`config.mk`:
```
export PLATFORM = sky130hd
export DESIGN_NAME = shotsTop
export DESIGN_NICKNAME = d
export VERILOG_FILES = /design/src/common/shotsPkg.sv /design/src/source/shotsTop.sv /design/src/shots/shotsMux.sv /design/src/shots/shotObject.sv /design/src/source/shotsRegs.sv
export VERILOG_INCLUDE_DIRS = /design/src /design/src/common
export SDC_FILE = /design/constraint.sdc
export NUM_CORES = 1
export LEC_CHECK = 0
export ABC_AREA = 1
export BUFFER_PORTS_ARGS = -buffer_cell sky130_fd_sc_hd__buf_2
export CAP_MARGIN = 40
export CORE_ASPECT_RATIO = 1.5
export CORE_MARGIN = 1
export CORE_UTILIZATION = 40
export DETAILED_ROUTE_END_ITERATION = 16
export PLACE_DENSITY = 0.57
export SLEW_MARGIN = 20
export SYNTH_ARGS = -nofsm -noshare
export SYNTH_HDL_FRONTEND = slang
export SYNTH_SLANG_ARGS = --single-unit
```
`constraint.sdc`:
```
create_clock -name clk -period 2.3 [get_ports clk]
set_clock_uncertainty 0.1 [all_clocks]
set_input_delay 0.46 -clock clk [delete_from_list [all_inputs] [get_ports clk]]
set_output_delay 0.46 -clock clk [all_outputs]
set_load 0.02 [all_outputs]
```
`src/common/shots_settings.svh`:
```
`ifndef SHOTS_SETTINGS_SVH
`define SHOTS_SETTINGS_SVH

// number of shots on screen
`define SHOT_COUNT 8

// shot rectangle size in pixels
`define SHOT_WIDTH 10'd4
`define SHOT_HEIGHT 10'd8

// upward step applied on every frame start
`define SHOT_SPEED 10'd4

// colour reported when no shot covers the pixel
`define TRANSPARENT_RGB 8'hff

// wishbone register port
`define WB_ADR_BITS 5
`define WB_DAT_BITS 16
`define SHOT_INDEX_BITS 3

`endif
```
`src/common/shotsPkg.sv`:
```
package shotsPkg;

	// screen coordinate, wide enough for 640x480 and some margin
	typedef logic [9:0] coord_t;

	// pixel colour, 3 bits red, 3 bits green, 2 bits blue
	typedef logic [7:0] rgb_t;

	// register field selected by the two low address bits
	typedef enum logic [1:0] {
		FIELD_X     = 2'd0, // left edge of the shot
		FIELD_Y     = 2'd1, // top edge of the shot
		FIELD_COLOR = 2'd2, // drawing colour
		FIELD_CTRL  = 2'd3  // bit 0 is the active flag
	} shotField_t;

endpackage

```
`src/source/shotsTop.sv`:
```
`include "shots_settings.svh"

module shotsTop (
	input	logic	clk,
	input	logic	resetN,

	// wishbone classic slave from the CPU
	input	logic	wbCyc,
	input	logic	wbStb,
	input	logic	wbWe,
	input	logic	[`WB_ADR_BITS-1:0] wbAdr,
	input	logic	[`WB_DAT_BITS-1:0] wbDatIn,
	output	logic	[`WB_DAT_BITS-1:0] wbDatOut,
	output	logic	wbAck,

	// from the video controller
	input	shotsPkg::coord_t	pixelX,
	input	shotsPkg::coord_t	pixelY,
	input	logic	frameStart,

	// to the layer mux, two cycles after the pixel
	output	logic	shotsDrawingRequest,
	output	shotsPkg::rgb_t	shotsRGB
);

	import shotsPkg::*;

	// shared write port
	logic	[`SHOT_COUNT-1:0] wrEn;
	shotField_t	wrField;
	logic	[`WB_DAT_BITS-1:0] wrData;

	// per shot readback
	coord_t	shotX [`SHOT_COUNT];
	coord_t	shotY [`SHOT_COUNT];
	rgb_t	shotColor [`SHOT_COUNT];
	logic	[`SHOT_COUNT-1:0] shotActive;

	// per shot drawing request
	logic	[`SHOT_COUNT-1:0] shotRequest;
	rgb_t	shotRGB [`SHOT_COUNT];

	shotsRegs regs_i (
		.clk(clk),
		.resetN(resetN),
		.wbCyc(wbCyc),
		.wbStb(wbStb),
		.wbWe(wbWe),
		.wbAdr(wbAdr),
		.wbDatIn(wbDatIn),
		.wbAck(wbAck),
		.wbDatOut(wbDatOut),
		.wrEn(wrEn),
		.wrField(wrField),
		.wrData(wrData),
		.shotX(shotX),
		.shotY(shotY),
		.shotColor(shotColor),
		.shotActive(shotActive)
	);

	for (genvar i = 0; i < `SHOT_COUNT; i++) begin : gShot
		shotObject shot_i (
			.clk(clk),
			.resetN(resetN),
			.wrEn(wrEn[i]), // own strobe, shared field and data
			.wrField(wrField),
			.wrData(wrData),
			.frameStart(frameStart),
			.pixelX(pixelX),
			.pixelY(pixelY),
			.x(shotX[i]),
			.y(shotY[i]),
			.color(shotColor[i]),
			.active(shotActive[i]),
			.drawingRequest(shotRequest[i]),
			.rgb(shotRGB[i])
		);
	end

	shotsMux mux_i (
		.clk(clk),
		.resetN(resetN),
		.shotRequest(shotRequest),
		.shotRGB(shotRGB),
		.shotsDrawingRequest(shotsDrawingRequest),
		.shotsRGB(shotsRGB)
	);

endmodule

```
`src/shots/shotsMux.sv`:
```
`include "shots_settings.svh"

module shotsMux (
	input	logic	clk,
	input	logic	resetN,

	// one request bit and one colour per shot
	input	logic	[`SHOT_COUNT-1:0] shotRequest,
	input	shotsPkg::rgb_t	shotRGB [`SHOT_COUNT],

	// merged result, one cycle behind the requests
	output	logic	shotsDrawingRequest,
	output	shotsPkg::rgb_t	shotsRGB
);

	import shotsPkg::*;

	rgb_t	winnerRGB;
	logic	anyRequest;

	// walk from the highest index down so shot 0 overrides everyone
	always_comb begin
		winnerRGB = `TRANSPARENT_RGB; // nothing covers the pixel
		for (int i = `SHOT_COUNT - 1; i >= 0; i--) begin
			if (shotRequest[i])
				winnerRGB = shotRGB[i];
		end
	end

	assign anyRequest = |shotRequest;

	// request and colour registered together so they stay aligned
	always_ff @(posedge clk or negedge resetN) begin
		if (!resetN) begin
			shotsDrawingRequest <= 1'b0;
			shotsRGB <= 8'h00;
		end
		else begin
			shotsDrawingRequest <= anyRequest;
			shotsRGB <= winnerRGB;
		end
	end

endmodule

```
`src/shots/shotObject.sv`:
```
`include "shots_settings.svh"

module shotObject (
	input	logic	clk,
	input	logic	resetN,

	// register write port
	input	logic	wrEn,
	input	shotsPkg::shotField_t	wrField,
	input	logic	[`WB_DAT_BITS-1:0] wrData,

	// video timing
	input	logic	frameStart,
	input	shotsPkg::coord_t	pixelX,
	input	shotsPkg::coord_t	pixelY,

	// stored fields, read back through the register port
	output	shotsPkg::coord_t	x,
	output	shotsPkg::coord_t	y,
	output	shotsPkg::rgb_t	color,
	output	logic	active,

	// drawing request towards the mux
	output	logic	drawingRequest,
	output	shotsPkg::rgb_t	rgb
);

	import shotsPkg::*;

	localparam int CW = $bits(coord_t);
	localparam int RW = $bits(rgb_t);

	logic	wrOverride;
	logic	climb;
	logic	retire;
	logic	[CW:0] xEnd;
	logic	[CW:0] yEnd;
	logic	insideX;
	logic	insideY;

	// a y or ctrl write on the frame edge beats the motion
	assign wrOverride = wrEn && (wrField == FIELD_Y || wrField == FIELD_CTRL);

	assign climb = frameStart && active && !wrOverride && (y >= `SHOT_SPEED);
	assign retire = frameStart && active && !wrOverride && (y < `SHOT_SPEED); // would leave the top

	always_ff @(posedge clk or negedge resetN) begin
		if (!resetN) begin
			x <= '0;
			y <= '0;
			color <= '0;
			active <= 1'b0;
		end
		else begin
			if (climb)
				y <= y - `SHOT_SPEED;
			if (retire)
				active <= 1'b0;

			if (wrEn) begin
				case (wrField)
					FIELD_X:     x <= wrData[CW-1:0];
					FIELD_Y:     y <= wrData[CW-1:0];
					FIELD_COLOR: color <= wrData[RW-1:0];
					FIELD_CTRL:  active <= wrData[0];
					default:     active <= active;
				endcase
			end
		end
	end

	// one extra bit so the right and bottom edges never wrap
	assign xEnd = {1'b0, x} + `SHOT_WIDTH;
	assign yEnd = {1'b0, y} + `SHOT_HEIGHT;

	assign insideX = (pixelX >= x) && ({1'b0, pixelX} < xEnd);
	assign insideY = (pixelY >= y) && ({1'b0, pixelY} < yEnd);

	// hit is registered, one cycle after the pixel arrives
	always_ff @(posedge clk or negedge resetN) begin
		if (!resetN)
			drawingRequest <= 1'b0;
		else
			drawingRequest <= active && insideX && insideY;
	end

	assign rgb = color; // colour only changes on register writes

endmodule

```
`src/source/shotsRegs.sv`:
```
`include "shots_settings.svh"

module shotsRegs (
	input	logic	clk,
	input	logic	resetN,

	// wishbone classic slave
	input	logic	wbCyc,
	input	logic	wbStb,
	input	logic	wbWe,
	input	logic	[`WB_ADR_BITS-1:0] wbAdr,
	input	logic	[`WB_DAT_BITS-1:0] wbDatIn,
	output	logic	wbAck,
	output	logic	[`WB_DAT_BITS-1:0] wbDatOut,

	// write port shared by all shots
	output	logic	[`SHOT_COUNT-1:0] wrEn,
	output	shotsPkg::shotField_t	wrField,
	output	logic	[`WB_DAT_BITS-1:0] wrData,

	// current field values of every shot
	input	shotsPkg::coord_t	shotX [`SHOT_COUNT],
	input	shotsPkg::coord_t	shotY [`SHOT_COUNT],
	input	shotsPkg::rgb_t	shotColor [`SHOT_COUNT],
	input	logic	[`SHOT_COUNT-1:0] shotActive
);

	import shotsPkg::*;

	localparam int DW = `WB_DAT_BITS;
	localparam int IW = `SHOT_INDEX_BITS;

	logic	access;
	logic	[IW-1:0] shotIdx;
	shotField_t	field;
	logic	[DW-1:0] readData;

	// a new bus cycle that has not been acked yet
	assign access = wbCyc && wbStb && !wbAck;

	// address split: upper bits pick the shot, lower bits the field
	assign shotIdx = wbAdr[`WB_ADR_BITS-1 -: IW];
	assign field = shotField_t'(wbAdr[1:0]);

	// write strobe lands on the same edge that raises the ack
	always_comb begin
		wrEn = '0;
		if (access && wbWe)
			wrEn[shotIdx] = 1'b1; // addressed shot only
	end

	assign wrField = field; // shared by all shots
	assign wrData = wbDatIn;

	// readback mux, fields are zero extended to the bus width
	always_comb begin
		case (field)
			FIELD_X:
				readData = DW'(shotX[shotIdx]);
			FIELD_Y:
				readData = DW'(shotY[shotIdx]);
			FIELD_COLOR:
				readData = DW'(shotColor[shotIdx]);
			FIELD_CTRL:
				readData = DW'(shotActive[shotIdx]); // active flag in bit 0
			default:
				readData = '0;
		endcase
	end

	// single cycle ack, drops by itself while stb is still high
	always_ff @(posedge clk or negedge resetN) begin
		if (!resetN)
			wbAck <= 1'b0;
		else
			wbAck <= access;
	end

	// read data is valid while ack is high
	always_ff @(posedge clk) begin
		if (access && !wbWe)
			wbDatOut <= readData;
	end

endmodule

```
==> impl_metrics.csv <==
group,metric,value,unit
pwr,power_density,799.4,nW/um^2
job,cap_violations,0,
placed_design,dp.final_hpwl,70.90,mm
drt,vias,24160,
critical_path,endpoint_kind,"flip-flop",
global_routing,antenna_found_initial,2,
critical_path,critPathBufInv,1,
drt,vias_per_cell,5.236,
clock_tree,ctsRootBufferMaster,"clkbuf_16",
synth,synthFlopType,"dfrtp_1",
placed_design,placed_cell_area,27230,um^2
floorplanning,die_w,202.5,um
timing,relSlewSlack,55.11,%
synth,synth-edff-count,10,
critical_path,critPathKind,"flip-flop to flip-flop",
critical_path,worst_ep_required_time,2.72,ns
floorplanning,num_rows,109,
global_routing,grt_max_degree,66,
timing,setup_viol,0,
critical_path,worstPathCellList,"ha_1, nand3_1, nor3_1, xor2_1, ha_1, nand2_1, o21ai_0, nor2_1, nand3_1, buf_12, nor2_1",
critical_path,critPathLaunchType,"flip-flop",
synth,async_flop_share,96.15,%
finish,nNetsFinal,4190,
timing,fin_crit_sh,99.52,%
finish,synthToLayoutAreaGrowth,18.79,%
synth,yosys_warnings,0,
finish,fin_area,28640,um^2
finish,layout-drive-gt1-share,14.03,%
critical_path,crit_arrival,2.71,ns
drt,drc,0,
clock_tree,cts_tree,"built",
global_routing,grt_usage,29.41,%
floorplanning,start_util,40.74,%
synth,synth.avg_cell_area,6.837,um^2
clock_tree,htree_levels,1,
synth,ys_types,44,
timing,worst_pin_slew,0.6733,ns
clock_tree,clk_pin_slew,0.07,ns
critical_path,critPathTopFamily,"simple AND/OR/NAND/NOR gates",
synth,synth_seq_area_share,27.19,%
pwr,p_leak,0.01424,uW
critical_path,worst-path-max-fanout,4,
synth,mappedNetlistArea,24110,um^2
floorplanning,die_h,302.7,um
placed_design,io_buffers,60,
finish,postLayoutCoreUtil,48.39,%
global_routing,grt_pass1_wl,136.4,mm
timing,hold_violations,0,
worst_hold_path,hold_class,"input pin to flip-flop",
drt,drtAntennaViolNets,0,
timing,hold_ws,0.08038,ns
drt,wl,90.21,mm
critical_path,cp_slowest_cell,"dfrtp_1",
global_routing,grt-ovfl-total,0,
outcome,run_status,"complete, no violations",
clock_tree,clkLatencyLatePin,0.58,ns
timing,timing.fmax,436.9,MHz
drt,avgRoutedWirePerCell,19.55,um
clock_tree,cts.sinks,260,
drt,drt_first_pass_iters,5,
timing,drv_slew,0,
clock_tree,cts_buffers,29,
timing,fin_setup_tns,0,ns
critical_path,cpPeakStageDelay,0.44,ns
floorplanning,core-area,59190,um^2
pwr,finalPower,22900,uW
timing,post-route-min-period,2.289,ns
clock_tree,clockBufferDepth,3,
timing,rsz0062_at_grt,"true",
synth,ys_ff_latch,260,
floorplanning,pin_count,73,
global_routing,grt_pass1_vias,22910,
pwr,vdd_ir_drop_max,0.5948,mV
synth,postSynthCellCount,3527,
placed_design,gp_congestion,0.9898,
floorplanning,die_area,61290,um^2
drt,drt_iter0_markers,1589,
[repair_timing]
action	CTS	global route
endpoints found under the setup margin	4	13
hold endpoints to repair	56	0
pin swaps	5	32
setup buffers	0	18
gates resized for setup	13	62
hold buffers	2	0
[cells in the mapped netlist (13+ instances only)]
library cell / instances / area [um^2]
nand2_1: 1152 / 4324
nand3_1: 205 / 1026
buf_2: 43 / 215.2
buf_4: 13 / 97.59
o21ai_0: 244 / 1221
dfrtp_1: 250 / 6256
clkbuf_1: 53 / 198.9
nand3b_1: 31 / 232.7
nor2_1: 285 / 1070
xnor2_1: 21 / 183.9
o21bai_1: 16 / 120.1
a21oi_1: 109 / 545.5
nor3_1: 28 / 140.1
ha_1: 328 / 4104
nand4_1: 97 / 606.8
xor2_1: 84 / 735.7
inv_1: 395 / 1483
o22ai_1: 32 / 200.2
[worst register-to-register path, stage by stage, from the launching register on]
cell	delay [ns]
dfrtp_1	0.44
ha_1	0.21
nand3_1	0.11
nor3_1	0.19
xor2_1	0.19
ha_1	0.26
nand2_1	0.09
o21ai_0	0.08
nor2_1	0.13
nand3_1	0.17
buf_12	0.19
nor2_1	0.09
[path summary, 6_finish.rpt]
kind	start	endpoint	slack [ns]	cells past startpoint
worst max-delay path	gShot[2].shot_i.y[4]	gShot[2].shot_i.drawingRequest	0.01	11
worst min-delay path	wbDatIn[2]	gShot[7].shot_i.y[2]	0.08	3
worst max register to register	gShot[2].shot_i.y[4]	gShot[2].shot_i.drawingRequest	0.01	11
worst min register to register	gShot[7].shot_i.color[0]	gShot[7].shot_i.color[0]	0.38	2
max in group asynchronous	resetN	gShot[6].shot_i.x[2]	1.03	3
min in group asynchronous	resetN	gShot[2].shot_i.color[2]	0.36	2
[state kept, by name (all words and copies together) (netlist names)]
signal,count
regs_i.wbDatOut,10
gShot.shot_i.color,64
mux_i.shotsRGB,8
gShot.shot_i.drawingRequest,8
gShot.shot_i.active,8
gShot.shot_i.x,80
regs_i.wbAck,1
mux_i.shotsDrawingRequest,1
gShot.shot_i.y,80
[final cells by class]
| cell class | count | area, um^2 |
|---|---|---|
| diodes | 2 | 5.005 |
| multi-input cells | 2745 | 15700 |
| well taps | 777 | 972.2 |
| clock buffers | 37 | 805.8 |
| repair buffers | 369 | 2868 |
| flip-flops and latches | 260 | 6564 |
| fillers | 6162 | 30550 |
| inverters | 410 | 1546 |
| clock inverters | 15 | 178.9 |
[layout by cell type, fill, tap and decap left out, drive strengths merged, types with 9 or more instances in the layout]
cell type | netlist | final
o21ai | 253 | 253
nand4 | 98 | 98
ha | 328 | 328
buf | 64 | 367
o22ai | 32 | 32
nor3b | 9 | 9
nand2 | 1166 | 1166
clkbuf | 53 | 37
dfrtp | 250 | 250
nand3 | 218 | 218
xor2 | 84 | 84
o21a | 12 | 12
nor2 | 298 | 298
xnor2 | 21 | 21
a21o | 12 | 12
a21oi | 109 | 109
nand3b | 31 | 31
edfxtp | 10 | 10
inv | 409 | 411
nor3 | 30 | 30
o21bai | 16 | 16
[where the power goes]
part | internal [uW] | leakage [uW] | switching [uW]
Sequential | 5340 | 0.00338 | 939
Clock | 2820 | 0.000473 | 2120
Combinational | 4570 | 0.0104 | 7110
[metal layers]
layer  vias up  GRT usage, %  part of all wire, %
met5         -             0                    0
met4         0         16.17                  6.2
met3       241         2.395                  4.5
met2       692         53.98                   51
met1     11190         33.59                   39
li1      12040             -                    -
[metrics by stage]
step	setup slack [ns]	std cells
2_1_floorplan	0.3163	3532
5_1_grt	-0.1701	4613
6_report	0.01108	4615
4_1_cts	-0.04051	4595
3_3_place_gp	-0.07029	4541
3_5_place_dp	-0.1306	4541
[cell families (layout without fill, tap and decap cells)]
group                      count (synthesis)  in the layout  share of synthesized area [%]
and+or+nand+nor                         1851           1851                          32.87
other                                      1              8                        0.01555
adders and majority gates                328            328                          17.02
DFF                                      260            260                          27.19
buffers and inverters                    527            831                          8.816
AOI/OAI and AO/OA                        455            455                          10.28
xor gates and xnor gates                 105            105                          3.814
(Power assumes the default switching activity.)
